`src/include/divsqrt_defines.svh`:
```
`ifndef DIVSQRT_DEFINES_SVH
`define DIVSQRT_DEFINES_SVH

// Operand and result width
`define DS_DATA_W 16
// Request tag width
`define DS_TAG_W 4
// Input queue depth, also the sender's initial request credits
`define DS_REQ_DEPTH 2
// Response credits held after reset
`define DS_RSP_CREDITS 2
// Iterations per operation, one result bit each
`define DS_DIV_ITERS 16
`define DS_SQRT_ITERS 8

`endif

```
`src/source/divsqrt_ctrl_pkg.sv`:
```
`default_nettype none

package divsqrt_ctrl_pkg;

  // Sequencer states
  typedef enum logic [1:0] {
    // Waiting for a queued request
    S_IDLE = 2'd0,
    // Datapath iterating
    S_RUN  = 2'd1,
    // Result captured, waiting for a response credit
    S_HOLD = 2'd2
  } ds_state_e;

endpackage

`default_nettype wire

```
`src/source/divsqrt_pkg.sv`:
```
`default_nettype none
`include "divsqrt_defines.svh"

package divsqrt_pkg;

  // Opcodes, one bit wide
  typedef enum logic {
    DS_OP_DIV  = 1'b0,
    DS_OP_SQRT = 1'b1
  } ds_op_e;

  // Status flags returned with each response
  typedef struct packed {
    logic div_zero;
  } ds_status_t;

  // Request as sent by the producer
  typedef struct packed {
    ds_op_e                op;
    logic [`DS_TAG_W-1:0]  tag;
    logic [`DS_DATA_W-1:0] operand_a;
    logic [`DS_DATA_W-1:0] operand_b;
  } ds_req_t;

  // Response, tag echoed back unchanged
  typedef struct packed {
    logic [`DS_TAG_W-1:0]  tag;
    logic [`DS_DATA_W-1:0] result;
    logic [`DS_DATA_W-1:0] remainder;
    ds_status_t            status;
  } ds_rsp_t;

endpackage

`default_nettype wire

```
`src/source/divsqrt_ctrl_fsm.sv`:
```
`timescale 1ns/1ps
`default_nettype none

module divsqrt_ctrl_fsm (
  input  logic clk_i,
  input  logic reset_i,
  input  logic q_empty_i,
  input  logic last_i,
  input  logic rsp_credit_avail_i,
  output logic pop_o,
  output logic start_o,
  output logic capture_o,
  output logic fire_o
);
  import divsqrt_ctrl_pkg::*;

  ds_state_e state_q;
  ds_state_e state_d;

  // --------------------
  // Next state and outputs
  // --------------------
  always_comb begin
    state_d   = state_q;
    pop_o     = 1'b0;
    start_o   = 1'b0;
    capture_o = 1'b0;
    fire_o    = 1'b0;
    unique case (state_q)
      S_IDLE: begin
        // Pop the head and kick off the datapath in one cycle
        if (!q_empty_i) begin
          pop_o   = 1'b1;
          start_o = 1'b1;
          state_d = S_RUN;
        end
      end
      S_RUN: begin
        // Final iteration, hand the result to the hold stage
        if (last_i) begin
          capture_o = 1'b1;
          // Credit on hand, send straight from the datapath
          if (rsp_credit_avail_i) begin
            fire_o  = 1'b1;
            state_d = S_IDLE;
          end else begin
            state_d = S_HOLD;
          end
        end
      end
      S_HOLD: begin
        // Wait for the first cycle with a response credit
        if (rsp_credit_avail_i) begin
          fire_o  = 1'b1;
          state_d = S_IDLE;
        end
      end
      default: begin
        state_d = S_IDLE;
      end
    endcase
  end

  // State register
  always_ff @(posedge clk_i) begin
    if (reset_i) begin
      state_q <= S_IDLE;
    end else begin
      state_q <= state_d;
    end
  end

endmodule

`default_nettype wire

```
`src/source/divsqrt_datapath.sv`:
```
`timescale 1ns/1ps
`default_nettype none
`include "divsqrt_defines.svh"

module divsqrt_datapath (
  input  logic                    clk_i,
  input  logic                    reset_i,
  input  logic                    start_i,
  input  divsqrt_pkg::ds_op_e     op_i,
  input  logic [`DS_DATA_W-1:0]   operand_a_i,
  input  logic [`DS_DATA_W-1:0]   operand_b_i,
  output logic [`DS_DATA_W-1:0]   result_o,
  output logic [`DS_DATA_W-1:0]   rem_o,
  output divsqrt_pkg::ds_status_t status_o
);
  import divsqrt_pkg::*;

  localparam int unsigned W = `DS_DATA_W;
  localparam int unsigned STEPS_W = (`DS_DIV_ITERS > `DS_SQRT_ITERS) ?
                                    `DS_DIV_ITERS : `DS_SQRT_ITERS;

  // Iteration control
  ds_op_e             op_q;
  ds_status_t         status_q;
  logic [STEPS_W-1:0] todo_q;
  logic [STEPS_W-1:0] init_todo;
  // Operand shift register, divisor, quotient or root, partial remainder
  logic [W-1:0]       opa_q;
  logic [W-1:0]       opb_q;
  logic [W-1:0]       quo_q;
  logic [W-1:0]       rem_q;
  // Step sources, taken from the ports on start
  ds_op_e             src_op;
  logic [W-1:0]       src_a;
  logic [W-1:0]       src_b;
  logic [W-1:0]       src_q;
  logic [W-1:0]       src_rem;
  logic               step_en;
  logic               div_zero;
  // Trial subtraction, top bit is the borrow
  logic [W+1:0]       div_sh;
  logic [W+1:0]       div_diff;
  logic [W+1:0]       sqrt_sh;
  logic [W+1:0]       sqrt_trial;
  logic [W+1:0]       sqrt_diff;
  logic               take;
  logic [W-1:0]       next_a;
  logic [W-1:0]       next_q;
  logic [W-1:0]       next_rem;

  // One bit per remaining step, the first step runs in the start cycle
  assign init_todo = (op_i == DS_OP_DIV) ? ({STEPS_W{1'b1}} >> (STEPS_W - `DS_DIV_ITERS))
                                         : ({STEPS_W{1'b1}} >> (STEPS_W - `DS_SQRT_ITERS));
  assign div_zero = start_i && (op_i == DS_OP_DIV) && (operand_b_i == '0);
  assign step_en  = start_i || todo_q[0];

  assign src_op  = start_i ? op_i : op_q;
  assign src_a   = start_i ? operand_a_i : opa_q;
  assign src_b   = start_i ? operand_b_i : opb_q;
  assign src_q   = start_i ? '0 : quo_q;
  assign src_rem = start_i ? '0 : rem_q;

  // --------------------
  // Radix-2 step
  // --------------------
  // Division brings down one dividend bit
  assign div_sh     = {1'b0, src_rem, src_a[W-1]};
  assign div_diff   = div_sh - {2'b00, src_b};
  // Square root brings down two radicand bits, trial is 4*root+1
  assign sqrt_sh    = {src_rem, src_a[W-1:W-2]};
  assign sqrt_trial = {src_q, 2'b01};
  assign sqrt_diff  = sqrt_sh - sqrt_trial;

  always_comb begin
    if (src_op == DS_OP_DIV) begin
      take     = !div_diff[W+1];
      next_rem = take ? div_diff[W-1:0] : div_sh[W-1:0];
      next_a   = src_a << 1;
    end else begin
      take     = !sqrt_diff[W+1];
      next_rem = take ? sqrt_diff[W-1:0] : sqrt_sh[W-1:0];
      next_a   = src_a << 2;
    end
    // Result bit enters at the bottom
    next_q = {src_q[W-2:0], take};
  end

  // Payload registers hold after the final step
  always_ff @(posedge clk_i) begin
    if (start_i) begin
      opb_q <= operand_b_i;
    end
    if (div_zero) begin
      // Forced result, no iteration
      quo_q <= '1;
      rem_q <= operand_a_i;
    end else if (step_en) begin
      opa_q <= next_a;
      quo_q <= next_q;
      rem_q <= next_rem;
    end
  end

  // Step tracking and status
  always_ff @(posedge clk_i) begin
    if (reset_i) begin
      op_q     <= DS_OP_DIV;
      todo_q   <= '0;
      status_q <= '0;
    end else if (start_i) begin
      op_q              <= op_i;
      todo_q            <= div_zero ? '0 : (init_todo >> 1);
      status_q.div_zero <= div_zero;
    end else if (todo_q[0]) begin
      todo_q <= todo_q >> 1;
    end
  end

  assign result_o = quo_q;
  assign rem_o    = rem_q;
  assign status_o = status_q;

endmodule

`default_nettype wire

```
`src/source/divsqrt_iter_counter.sv`:
```
`timescale 1ns/1ps
`default_nettype none
`include "divsqrt_defines.svh"

module divsqrt_iter_counter (
  input  logic                clk_i,
  input  logic                reset_i,
  input  logic                start_i,
  input  divsqrt_pkg::ds_op_e op_i,
  output logic                last_o
);
  import divsqrt_pkg::*;

  localparam int unsigned MAX_ITERS = (`DS_DIV_ITERS > `DS_SQRT_ITERS) ?
                                      `DS_DIV_ITERS : `DS_SQRT_ITERS;
  localparam int unsigned CNT_W = $clog2(MAX_ITERS + 1);

  logic [CNT_W-1:0] count_q;
  logic [CNT_W-1:0] load_val;

  // Per-op latency, one cycle per result bit
  assign load_val = (op_i == DS_OP_DIV) ? CNT_W'(`DS_DIV_ITERS) : CNT_W'(`DS_SQRT_ITERS);

  // Load on start, count down to zero and stop there
  always_ff @(posedge clk_i) begin
    if (reset_i) begin
      count_q <= '0;
    end else if (start_i) begin
      count_q <= load_val;
    end else if (count_q != '0) begin
      count_q <= count_q - 1'b1;
    end
  end

  // Final iteration cycle
  assign last_o = (count_q == CNT_W'(1));

endmodule

`default_nettype wire

```
`src/source/divsqrt_req_queue.sv`:
```
`timescale 1ns/1ps
`default_nettype none
`include "divsqrt_defines.svh"

module divsqrt_req_queue (
  input  logic                 clk_i,
  input  logic                 reset_i,
  input  logic                 req_valid_i,
  input  divsqrt_pkg::ds_req_t req_i,
  input  logic                 pop_i,
  output logic                 empty_o,
  output divsqrt_pkg::ds_req_t head_o,
  output logic                 req_credit_o
);
  import divsqrt_pkg::*;

  localparam int unsigned DEPTH = `DS_REQ_DEPTH;
  localparam int unsigned PTR_W = (DEPTH > 1) ? $clog2(DEPTH) : 1;
  localparam int unsigned CNT_W = $clog2(DEPTH + 1);

  // Circular buffer storage
  ds_req_t          mem_q [DEPTH];
  logic [PTR_W-1:0] wr_ptr_q;
  logic [PTR_W-1:0] rd_ptr_q;
  logic [CNT_W-1:0] count_q;
  logic             full;
  logic             push;
  logic             pop;
  logic             credit_q;

  // Pointer advance with wrap at the last entry
  function automatic logic [PTR_W-1:0] ptr_inc(input logic [PTR_W-1:0] ptr);
    return (ptr == PTR_W'(DEPTH - 1)) ? '0 : ptr + 1'b1;
  endfunction

  assign full    = (count_q == CNT_W'(DEPTH));
  assign empty_o = (count_q == '0);
  // Sender credits keep it from writing when full
  assign push    = req_valid_i && !full;
  assign pop     = pop_i && !empty_o;
  // Head is visible the cycle after the write
  assign head_o       = mem_q[rd_ptr_q];
  assign req_credit_o = credit_q;

  // Entry payload
  always_ff @(posedge clk_i) begin
    if (push) begin
      mem_q[wr_ptr_q] <= req_i;
    end
  end

  // Pointers, occupancy and the credit pulse
  always_ff @(posedge clk_i) begin
    if (reset_i) begin
      wr_ptr_q <= '0;
      rd_ptr_q <= '0;
      count_q  <= '0;
      credit_q <= 1'b0;
    end else begin
      if (push) begin
        wr_ptr_q <= ptr_inc(wr_ptr_q);
      end
      if (pop) begin
        rd_ptr_q <= ptr_inc(rd_ptr_q);
      end
      case ({push, pop})
        2'b10:   count_q <= count_q + 1'b1;
        2'b01:   count_q <= count_q - 1'b1;
        default: count_q <= count_q;
      endcase
      // One credit back per consumed entry, one cycle after the pop
      credit_q <= pop;
    end
  end

endmodule

`default_nettype wire

```
`src/source/divsqrt_result_hold.sv`:
```
`timescale 1ns/1ps
`default_nettype none
`include "divsqrt_defines.svh"

module divsqrt_result_hold (
  input  logic                    clk_i,
  input  logic                    reset_i,
  input  logic                    capture_i,
  input  logic                    fire_i,
  input  logic [`DS_TAG_W-1:0]    tag_i,
  input  logic [`DS_DATA_W-1:0]   result_i,
  input  logic [`DS_DATA_W-1:0]   rem_i,
  input  divsqrt_pkg::ds_status_t status_i,
  input  logic                    rsp_credit_i,
  output logic                    rsp_credit_avail_o,
  output logic                    rsp_valid_o,
  output divsqrt_pkg::ds_rsp_t    rsp_o
);
  import divsqrt_pkg::*;

  localparam int unsigned CRD_W = $clog2(`DS_RSP_CREDITS + 1);

  ds_rsp_t          fresh_rsp;
  ds_rsp_t          held_q;
  ds_rsp_t          rsp_q;
  logic             valid_q;
  logic [CRD_W-1:0] credit_q;

  // Response assembled from the datapath and the request tag
  assign fresh_rsp = '{tag: tag_i, result: result_i, remainder: rem_i, status: status_i};

  // --------------------
  // Result hold
  // --------------------
  always_ff @(posedge clk_i) begin
    if (capture_i) begin
      held_q <= fresh_rsp;
    end
    // Bypass when the result fires in its capture cycle
    if (fire_i) begin
      rsp_q <= capture_i ? fresh_rsp : held_q;
    end
  end

  // Valid pulse and response credits
  always_ff @(posedge clk_i) begin
    if (reset_i) begin
      valid_q  <= 1'b0;
      credit_q <= CRD_W'(`DS_RSP_CREDITS);
    end else begin
      valid_q <= fire_i;
      case ({rsp_credit_i, fire_i})
        2'b10:   credit_q <= credit_q + 1'b1;
        2'b01:   credit_q <= credit_q - 1'b1;
        default: credit_q <= credit_q;
      endcase
    end
  end

  assign rsp_credit_avail_o = (credit_q != '0);
  assign rsp_valid_o        = valid_q;
  assign rsp_o              = rsp_q;

endmodule

`default_nettype wire

```
`src/source/divsqrt_top.sv`:
```
`timescale 1ns/1ps
`default_nettype none
`include "divsqrt_defines.svh"

module divsqrt_top (
  input  logic                 clk_i,
  input  logic                 reset_i,
  input  logic                 req_valid_i,
  input  divsqrt_pkg::ds_req_t req_i,
  output logic                 req_credit_o,
  output logic                 rsp_valid_o,
  output divsqrt_pkg::ds_rsp_t rsp_o,
  input  logic                 rsp_credit_i
);
  import divsqrt_pkg::*;

  // Queue to sequencer
  logic                  q_empty;
  logic                  q_pop;
  ds_req_t               q_head;
  // Sequencer strobes
  logic                  start;
  logic                  last;
  logic                  capture;
  logic                  fire;
  logic                  rsp_credit_avail;
  // Datapath results
  logic [`DS_DATA_W-1:0] dp_result;
  logic [`DS_DATA_W-1:0] dp_rem;
  ds_status_t            dp_status;
  // Tag of the operation in flight
  logic [`DS_TAG_W-1:0]  tag_q;

  always_ff @(posedge clk_i) begin
    if (q_pop) begin
      tag_q <= q_head.tag;
    end
  end

  // --------------------
  // Unit instances
  // --------------------
  divsqrt_req_queue i_req_queue (
    .clk_i        ( clk_i        ),
    .reset_i      ( reset_i      ),
    .req_valid_i  ( req_valid_i  ),
    .req_i        ( req_i        ),
    .pop_i        ( q_pop        ),
    .empty_o      ( q_empty      ),
    .head_o       ( q_head       ),
    .req_credit_o ( req_credit_o )
  );

  divsqrt_ctrl_fsm i_ctrl_fsm (
    .clk_i              ( clk_i            ),
    .reset_i            ( reset_i          ),
    .q_empty_i          ( q_empty          ),
    .last_i             ( last             ),
    .rsp_credit_avail_i ( rsp_credit_avail ),
    .pop_o              ( q_pop            ),
    .start_o            ( start            ),
    .capture_o          ( capture          ),
    .fire_o             ( fire             )
  );

  // Op and operands come straight from the head in the pop cycle
  divsqrt_iter_counter i_iter_counter (
    .clk_i   ( clk_i     ),
    .reset_i ( reset_i   ),
    .start_i ( start     ),
    .op_i    ( q_head.op ),
    .last_o  ( last      )
  );

  divsqrt_datapath i_datapath (
    .clk_i       ( clk_i            ),
    .reset_i     ( reset_i          ),
    .start_i     ( start            ),
    .op_i        ( q_head.op        ),
    .operand_a_i ( q_head.operand_a ),
    .operand_b_i ( q_head.operand_b ),
    .result_o    ( dp_result        ),
    .rem_o       ( dp_rem           ),
    .status_o    ( dp_status        )
  );

  divsqrt_result_hold i_result_hold (
    .clk_i              ( clk_i            ),
    .reset_i            ( reset_i          ),
    .capture_i          ( capture          ),
    .fire_i             ( fire             ),
    .tag_i              ( tag_q            ),
    .result_i           ( dp_result        ),
    .rem_i              ( dp_rem           ),
    .status_i           ( dp_status        ),
    .rsp_credit_i       ( rsp_credit_i     ),
    .rsp_credit_avail_o ( rsp_credit_avail ),
    .rsp_valid_o        ( rsp_valid_o      ),
    .rsp_o              ( rsp_o            )
  );

endmodule

`default_nettype wire

```
`config.mk`:
```
export PLATFORM = sky130hd
export DESIGN_NAME = divsqrt_top
export DESIGN_NICKNAME = d
export VERILOG_FILES = /design/src/source/divsqrt_ctrl_pkg.sv /design/src/source/divsqrt_pkg.sv /design/src/source/divsqrt_ctrl_fsm.sv /design/src/source/divsqrt_datapath.sv /design/src/source/divsqrt_iter_counter.sv /design/src/source/divsqrt_req_queue.sv /design/src/source/divsqrt_result_hold.sv /design/src/source/divsqrt_top.sv
export VERILOG_INCLUDE_DIRS = /design/src /design/src/include
export SDC_FILE = /design/constraint.sdc
export NUM_CORES = 1
export LEC_CHECK = 0
export ABC_AREA = 1
export BUFFER_PORTS_ARGS = -buffer_cell sky130_fd_sc_hd__buf_2
export CAP_MARGIN = 20
export CORE_MARGIN = 4
export CORE_UTILIZATION = 50
export CTS_CLUSTER_DIAMETER = 120
export DETAILED_ROUTE_END_ITERATION = 8
export PLACE_DENSITY = 0.68
export SLEW_MARGIN = 30
export SYNTH_ARGS = -nofsm -noshare
export SYNTH_HDL_FRONTEND = slang
export SYNTH_SLANG_ARGS = --single-unit
export TNS_END_PERCENT = 100
```
`constraint.sdc`:
```
create_clock -name clk_i -period 9.5 [get_ports clk_i]
set_input_delay 0.475 -clock clk_i [delete_from_list [all_inputs] [get_ports clk_i]]
set_output_delay 0.475 -clock clk_i [all_outputs]
set_load 0.01 [all_outputs]
```
==> results of run 1 <==
registers in the layout, summed over array words and instances, names as in the netlist, named ones only:
name                       flops
i_req_queue.mem_q             74
i_ctrl_fsm.state_q             2
i_result_hold.held_q          37
i_datapath.todo_q             15
i_datapath.opa_q              15
i_datapath.rem_o              16
i_datapath.opb_q              16
i_datapath.status_o            1
i_datapath.op_q                1
i_result_hold.rsp_valid_o      1
i_datapath.result_o           16
i_iter_counter.count_q         5
i_req_queue.count_q            2
i_result_hold.credit_q         2
i_req_queue.wr_ptr_q           1
i_result_hold.rsp_o           37
tag_q                          4
i_req_queue.rd_ptr_q           1
i_req_queue.req_credit_o       1
Yosys cell counts, types with 2 or more instances:
master and count:
ha_1 35, a21o_1 2, mux2_2 17, nand2_1 352, a31oi_1 5, buf_1 7
xnor2_1 6, clkbuf_1 25, o211ai_1 18, nor2_2 5, o21bai_1 4, o21ai_1 2
and2_1 5, nand3_1 91, nor4_1 5, xor2_1 10, nor2_1 71, clkinv_1 4
mux2i_1 19, a21oi_1 58, dfxtp_1 102, o21ai_2 3, nor3_1 10, nand3_2 4
nand2_2 7, o22ai_1 2, buf_6 5, nand3b_1 6, edfxtp_1 146, nand4_1 15
o21a_1 3, buf_2 7, o21ai_0 82, a221oi_1 3, inv_1 126, nor2_4 2
or2_2 14
cell type report:
type	instances	area (µm²)
Clock buffer	37	722
Clock inverter	11	101
Fill cell	2019	9600
Inverter	131	492
Multi-Input combinational cell	864	4600
Sequential cell	248	6430
Tap cell	313	392
Timing Repair Buffer	89	510
kinds of logic (layout without fill, tap and decap cells):
family          count (synthesis)  in the layout
flops                         248            248
simple gates                  590            590
xor+xnor                       16             16
buf+inv                       176            268
compound gates                187            187
fa+ha+maj                      35             35
mux                            36             36
cells in the final DEF, fill, tap and decap left out, types with 4 or more instances in the layout:
cell type and instances:
o21bai_1 4, clkbuf_1 8, nand4_1 15, o21ai_0 82
and2_1 5, nor3_1 9, mux2_2 17, nand3b_1 6
clkbuf_16 26, o211ai_1 18, a31oi_1 5, xnor2_1 6
nor4_1 5, nand3_2 4, nor2_4 4, nor2_2 5
nor2_1 69, nand2_1 352, ha_1 35, clkinv_4 4
mux2i_1 19, buf_2 79, or2_2 14, a21oi_1 58
dfxtp_1 102, nand2_2 7, inv_1 126, nand3_1 90
clkinv_1 8, xor2_1 10, edfxtp_1 146, buf_4 8
final timing paths:
kind | cells past startpoint | end | from | slack [ns]
max | 19 | i_datapath.rem_o[13] | i_ctrl_fsm.state_q[0] | 5.08
min | 1 | i_req_queue.mem_q[0][32] | req_i[32] | 0.13
max reg2reg | 19 | i_datapath.rem_o[13] | i_ctrl_fsm.state_q[0] | 5.08
min reg2reg | 2 | i_datapath.todo_q[14] | i_datapath.todo_q[14] | 0.46
worst reg2reg max path, delay by kind of cell (launching register included):
kind | cells | cell delay (ns)
AND/OR/NAND/NOR | 10 | 1.75
buffers and inverters | 4 | 0.89
adder cells (fa/ha/maj) | 2 | 0.62
AO/OA/AOI/OAI | 3 | 0.59
flip-flops | 1 | 0.32
per-stage QoR:
step	setup slack [ns]	util [%]	cell area, µm²
floorplan	4.67	-	11700
global placement	5.29	54.1	12400
detailed placement	5.16	54.4	12400
CTS	5.13	58.0	13200
global route	4.73	58.0	13200
finish	5.08	58.0	13200
per-layer routing:
layer  wire length [µm]  track usage (%)
met1              11800             28.4
met2              11900             32.3
met3               1580             2.91
met4                629             5.00
met5                  0                0
==> impl_metrics.toml, run 1 <==
[placed_design]
port-buffer-count = 79
hpwl_um = 19000
dpl.cell_count = 1645
rd_place_congestion = 0.966

[timing]
final_hold_viol_count = 0
timing.hold.ws_ns = 0.128
setup_viol = 0
timing.final.max_slew_violations = 0
finalWorstPathRequiredPeriod_ns = 4.42
skew_ns = 0.0146
worst_slew_pin_slew_ns = 0.885
fmaxAchievable_ghz = 0.226
final_sum_of_negative_setup_slack_ns = 0
final.period_utilization_pct = 46.6
rsz0062_at_grt = "no"
max-slew-margin-rel_pct = 40.4

[critical_path]
worstSetupEndpointType = "flop"
crit_path_frequent_cell = "nand2_1"
path_max_fanout = 81
crit_path_max_incr_delay_ns = 0.66
crit_arrival_ns = 4.70
path_buf_inv = 4
critPathLaunchType = "flop"
worst_path_max_delay_cell = "buf_4"
cpLargestDelayFamily = "simple AND/OR/NAND/NOR gates"
crit_required_ns = 9.77
critical_path.cell_chain = "inv_1 -> ha_1 -> inv_1 -> nor2_4 -> buf_4 -> or2_2 -> o21ai_0 -> ha_1 -> a21oi_1 -> inv_1 -> a31oi_1 -> nand2_1 -> nand2_1 -> nand3_2 -> or2_1 -> nand3_1 -> nand2_1 -> nand2_1 -> nand2_1"
critPathKind = "flop to flop"

[clocking]
clock-sinks = 248
insertion_delay_ns = 0.53
clk_transition_reported_paths_ns = 0.06
cts_hold_buf = 0
post-cts-setup-buffers = 0
cts_resized = 0
cts_buffers = 26
clock-root-buffer = "clkbuf_16"
max-clock-path-buffers = 3
cts_tree = "built"
htree_num_levels = 1

[logic_synthesis]
synth.yosys.warnings = 0
main_combinational_cell_family_by_area_after_synthesis = "simple AND/OR/NAND/NOR gates"
synth-edff-count = 146
synth-xor-area-share_pct = 1.20
synth_adder_area_share_pct = 3.74
async_flop_share_pct = 0
yosys.area.top_type_share_pct = 37.5
mappedNetlistNets = 1364
ys_seq_elements = 248
synthMuxAreaShare_pct = 3.26
synth-compound-area-share_pct = 9.00
ys.flop_type = "edfxtp_1"
yosysSeqAreaShare_pct = 54.9
mean_post_synth_cell_area_um2 = 9.08
synth_top_cell_by_area = "edfxtp_1"
syn_area_um2 = 11700
synth.lib_cells_used.distinct = 47
post_synth_and_or_nand_nor_area_fraction_pct = 21.8
instance_count_of_the_mapped_netlist = 1288
synth.top_cells.by_area = "edfxtp_1, dfxtp_1, nand2_1"

[floorplan]
core_area_um2 = 22800
start_util_pct = 51.2
design.die.area_um2 = 25900
io_pins = 80
die_height_um = 161
dieWidth_um = 161
core.rowCount = 55

[flow_run]
timing.max_cap.violations = 0

[global_route]
overflow = 0
global_route_wire_length_before_repair_um = 42400
number_of_global_route_vias_before_repair = 8302
global_route.usage.total_pct = 19.9
grt_antenna_before_repair = 0
grt_start_max_net_pins = 82

[detailed_routing]
detail_route.iter0.violations = 679
vias = 8880
detail_route.drc_violations = 0
drt-vias-per-instance = 5.25
route.antenna.remaining_nets = 0
detail_route.first_pass.iterations = 5
wl_per_cell_um = 15.3
finalWirelength_um = 25900

[finish]
layout.nets = 1436
ant_diodes = 0
fin_cells = 1693
area.growth.synth_to_final_pct = 13.2
post_route_cells_drive_above_1_share_pct = 13.4

[outcome]
outcome = "complete, no violations"

[min_path]
worstHoldPathType = "input port to flop"
Power of run 1 is not shown: default switching activity piles up to over one toggle a cycle in this logic, so the estimate is an artifact.
==> run 2, diff against run 1 <==
PLACE_DENSITY = 0.71   (was 0.68)
clock period = 3.98 ns   (was 9.5 ns; I/O delays follow)
==> run 2 against run 1 <==
  * Worst hold slack got worse by 0.10 ns
  * Highest routed layer unchanged
  * Register-to-register slack got worse by 4.8 ns
  * Critical path depth unchanged
  * Clock skew decreased by 0.0060 ns
  * Design area increased by 4.3%
  * Flip-flop and latch count unchanged
  * Die area unchanged
==> impl_metrics.toml, run 2 (same netlist as run 1, synthesis figures left out) <==
[detailed_routing]
detail_route.first_pass.iterations = 5
finalWirelength_um = 27900
route.antenna.remaining_nets = 0
detail_route.iter0.violations = 892
vias = 9165
wl_per_cell_um = 16.0
detail_route.drc_violations = 0
drt-vias-per-instance = 5.26

[critical_path]
critPathLaunchType = "flop"
path_max_fanout = 55
critPathKind = "flop to flop"
crit_arrival_ns = 3.96
path_buf_inv = 4
reg2reg_from = "i_ctrl_fsm.state_q[0]"
worstReg2RegEnd = "i_datapath.rem_o[13]"
reg2regPathDepth = 19
worstSetupEndpointType = "flop"
critical_path.cell_chain = "inv_1 -> ha_1 -> inv_1 -> nor2_4 -> buf_12 -> or2_2 -> o21ai_0 -> ha_1 -> a21oi_1 -> inv_1 -> a31oi_1 -> nand2_1 -> nand2_1 -> nand3_4 -> or2_1 -> nand3_1 -> nand2_1 -> nand2_1 -> nand2_1"
crit_path_max_incr_delay_ns = 0.39
crit_required_ns = 4.27
cpLargestDelayFamily = "simple AND/OR/NAND/NOR gates"
worst_path_max_delay_cell = "ha_1"
crit_path_frequent_cell = "nand2_1"
r2r_slack_ns = 0.31

[timing]
timing.hold.ws_ns = 0.0250
skew_ns = 0.00857
max-slew-margin-rel_pct = 35.8
final.period_utilization_pct = 92.2
worst_slew_pin_slew_ns = 0.952
fmaxAchievable_ghz = 0.273
rsz0062_at_grt = "no"
final_sum_of_negative_setup_slack_ns = 0
setup_viol = 0
finalWorstPathRequiredPeriod_ns = 3.67
final_hold_viol_count = 0
timing.final.max_slew_violations = 0
post-route-worst-setup-slack_ns = 0.311

[floorplan]
io_pins = 80
design.die.area_um2 = 25900
dieWidth_um = 161
core_area_um2 = 22800
core.rowCount = 55
die_height_um = 161
start_util_pct = 51.2

[placed_design]
placement.setup.worst_slack_ns = 0.236
hpwl_um = 20300
port-buffer-count = 79
rd_place_congestion = 0.957

[global_route]
global_route_wire_length_before_repair_um = 45300
global_route.usage.total_pct = 21.4
overflow = 0
grt_start_max_net_pins = 58
grt_antenna_before_repair = 0
number_of_global_route_vias_before_repair = 8741

[min_path]
timing.hold.worst_path_depth = 2
worstHoldPathType = "input port to flop"
origin_of_the_worst_min_delay_path = "reset_i"
whs_endpoint = "i_datapath.op_q"

[clocking]
max-clock-path-buffers = 3
insertion_delay_ns = 0.53
htree_num_levels = 1
cts_tree = "built"
cts_buffers = 26
clock-sinks = 248
clock-root-buffer = "clkbuf_16"
clk_transition_reported_paths_ns = 0.06

[finish]
area.growth.synth_to_final_pct = 18.1
largest_reg_flops = 74
commonest_cells_after_routing_fill_and_taps_aside = "nand2_1, edfxtp_1, inv_1"
top_register = "i_req_queue.mem_q"
layout.nets = 1485
ant_diodes = 0
mostFrequentLayoutCell = "nand2_1"
post_route_cells_drive_above_1_share_pct = 14.6
final_util_pct = 60.5

[outcome]
outcome = "complete, no violations"

[flow_run]
timing.max_cap.violations = 0
-- run 2: cell count changes in the layout (fill, tap and decap cells not counted), sizes merged --
cell,before,now
clkinvlp,0,1
dlygate4sd3,0,37
buf,89,101
inv,127,128
bufinv,1,2
clkbuf,37,34
-- run 2: layout make-up --
type                       instances  area (µm²)
clock buffer                      34         753
clock inverter                    14         146
fill                            1942        9030
inverter                         131         492
multi-input combinational        864        4620
sequential                       248        6430
tap                              313         392
timing repair buffer             138         983
-- run 2: layer usage --
metal | GRT usage [%] | vias to the layer above | share of wire, %
li1 | - | 4597 | -
met1 | 29.5 | 4213 | 44
met2 | 35.2 | 287 | 46
met3 | 2.93 | 68 | 5.7
met4 | 7.25 | 0 | 3.6
met5 | 0 | - | 0
-- run 2: worst max-delay path by stage --
| stage | from | endpoint | cells past startpoint |
|---|---|---|---|
| finish | i_ctrl_fsm.state_q[0] | i_datapath.rem_o[13] | 19 |
| global route | i_ctrl_fsm.state_q[0] | i_datapath.rem_o[13] | 19 |
| CTS | i_ctrl_fsm.state_q[0] | i_datapath.rem_o[13] | 18 |
| detailed placement | i_ctrl_fsm.state_q[0] | i_datapath.rem_o[13] | 18 |
| global placement | i_ctrl_fsm.state_q[0] | i_datapath.rem_o[13] | 18 |
| floorplan | i_iter_counter.count_q[1] | i_result_hold.credit_q[1] | 16 |
-- run 2: worst reg2reg max path: stages, from the launching register on --
cell and delay, ns:
dfxtp_1 0.33, inv_1 0.09, ha_1 0.23, inv_1 0.09, nor2_4 0.22, buf_12 0.26, or2_2 0.20, o21ai_0 0.10
ha_1 0.39, a21oi_1 0.16, inv_1 0.06, a31oi_1 0.30, nand2_1 0.11, nand2_1 0.13, nand3_4 0.22, or2_1 0.28
nand3_1 0.06, nand2_1 0.08, nand2_1 0.07, nand2_1 0.04
-- run 2: repair_timing --
action                                 4_1_cts  5_1_grt
hold buffers                                37        0
buffers inserted                             0        0
setup endpoints to repair                    0       16
gates resized for setup                      0        3
endpoints found under the hold margin       74        0
-- run 2: metrics by stage --
step	instances	instance area, µm²
floorplan	1288	11700
global placement	1655	12500
detailed placement	1657	12500
CTS	1742	13800
global route	1742	13800
finish	1742	13800
Power of run 2 is left out for the same reason.
==> run 3, diff against run 2 <==
CAP_MARGIN = 25   (was 20)
PLACE_DENSITY = unset   (was 0.71)
PLACE_DENSITY_LB_ADDON = 0.12   (was unset)
clock period = 4.5 ns   (was 3.98 ns; I/O delays follow)
==> run 3 against run 2 <==
  * Non-clock buffer count up 1
  * Critical path depth down 1
  * First-iteration DRC count down 22%
  * Highest routed layer unchanged
==> impl_metrics.toml, run 3 (same netlist as run 1, synthesis figures left out) <==
[outcome]
outcome = "complete, no violations"

[placed_design]
hpwl_um = 20000
post_dp_cell_area_um2 = 12500
port-buffer-count = 79
rd_place_congestion = 0.936

[timing]
timing.final.max_slew_violations = 0
setup_viol = 0
final.period_utilization_pct = 83.9
rsz0062_at_grt = "no"
max-slew-margin-rel_pct = 43.3
fmaxAchievable_ghz = 0.265
final_sum_of_negative_setup_slack_ns = 0
final_hold_viol_count = 0
worst_slew_pin_slew_ns = 0.845
skew_ns = 0.0100
finalWorstPathRequiredPeriod_ns = 3.77
timing.hold.ws_ns = 0.0448

[critical_path]
crit_arrival_ns = 4.08
path_max_fanout = 25
critPathKind = "flop to flop"
critPathLaunchType = "flop"
crit_required_ns = 4.81
worstSetupEndpointType = "flop"
reg2regPathDepth = 18

[detailed_routing]
finalWirelength_um = 27800
detail_route.first_pass.iterations = 5
route.antenna.remaining_nets = 0
detail_route.iter0.violations = 693
detail_route.drc_violations = 0
wl_per_cell_um = 15.9
drt-vias-per-instance = 5.20
vias = 9074

[finish]
largest_reg_flops = 74
stdcell_area_um2 = 13800
mostFrequentLayoutCell = "nand2_1"
top_register = "i_req_queue.mem_q"
post_route_cells_drive_above_1_share_pct = 14.2
commonest_cells_after_routing_fill_and_taps_aside = "nand2_1, edfxtp_1, inv_1"
area.growth.synth_to_final_pct = 18.0
ant_diodes = 0
layout.nets = 1487
nFillCells = 2000

[global_route]
global_route.usage.total_pct = 21.4
grt_antenna_before_repair = 0
grt_start_max_net_pins = 59
global_route_wire_length_before_repair_um = 45000
overflow = 0
number_of_global_route_vias_before_repair = 8663

[clocking]
cts_resized = 0
htree_num_levels = 1
post-cts-setup-buffers = 0
max-clock-path-buffers = 3
cts_buffers = 27
cts_hold_buf = 37
cts_tree = "built"
clk_transition_reported_paths_ns = 0.06
clock-root-buffer = "clkbuf_16"
clock-sinks = 248
insertion_delay_ns = 0.55

[floorplan]
core.rowCount = 55
io_pins = 80
design.die.area_um2 = 25900
dieWidth_um = 161
die_height_um = 161
core_area_um2 = 22800
start_util_pct = 51.2

[min_path]
timing.hold.worst_path_depth = 2
worstHoldPathType = "input port to flop"

[flow_run]
timing.max_cap.violations = 0
-- run 3: stage by stage --
stage | cells | util (%) | worst slack, ns
after global routing | 1745 | 60.4 | 0.435
final | 1745 | 60.4 | 0.726
after floorplan | 1288 | - | 0.912
after detailed placement | 1658 | 54.9 | 0.754
after CTS | 1745 | 60.4 | 0.748
after global placement | 1655 | 54.5 | 0.718
-- run 3: critical path, cell delays in order (launching register included) --
cell and delay [ns]:
dfxtp_1 0.31, inv_1 0.09, ha_1 0.24, inv_1 0.09, nor2_4 0.11, buf_4 0.30
nor2_1 0.19, ha_1 0.39, nand2_1 0.10, nor2_1 0.09, inv_1 0.08, nor4_1 0.42
nand3_1 0.27, nand4_1 0.29, nand2_2 0.22, nand2_1 0.12, nand3_1 0.09, nand3_1 0.09
nand2_1 0.05
-- run 3: cell type report --
class | instances | area (µm²) | area share (%)
flip-flops and latches | 248 | 6430 | 46.6
well taps | 313 | 392 | 2.84
multi-input cells | 864 | 4600 | 33.3
inverters | 131 | 492 | 3.56
clock buffers | 35 | 747 | 5.41
repair buffers | 139 | 998 | 7.23
clock inverters | 15 | 148 | 1.07
-- run 3: routing by layer --
layer / global-route usage (%) / wire (µm) / part of all wire [%]
met5: 0 / 0 / 0
met4: 6.36 / 865 / 3.1
met3: 2.83 / 1430 / 5.1
met2: 35.4 / 12900 / 46
met1: 29.9 / 12700 / 46
-- run 3: final timing paths --
kind,start,endpoint,slack (ns)
worst max register to register,i_ctrl_fsm.state_q[1],i_datapath.rem_o[2],0.73
worst max-delay path,i_ctrl_fsm.state_q[1],i_datapath.rem_o[2],0.73
worst min-delay path,reset_i,i_datapath.op_q,0.04
worst min register to register,i_datapath.todo_q[3],i_datapath.todo_q[3],0.46
Power of run 3 is left out for the same reason.
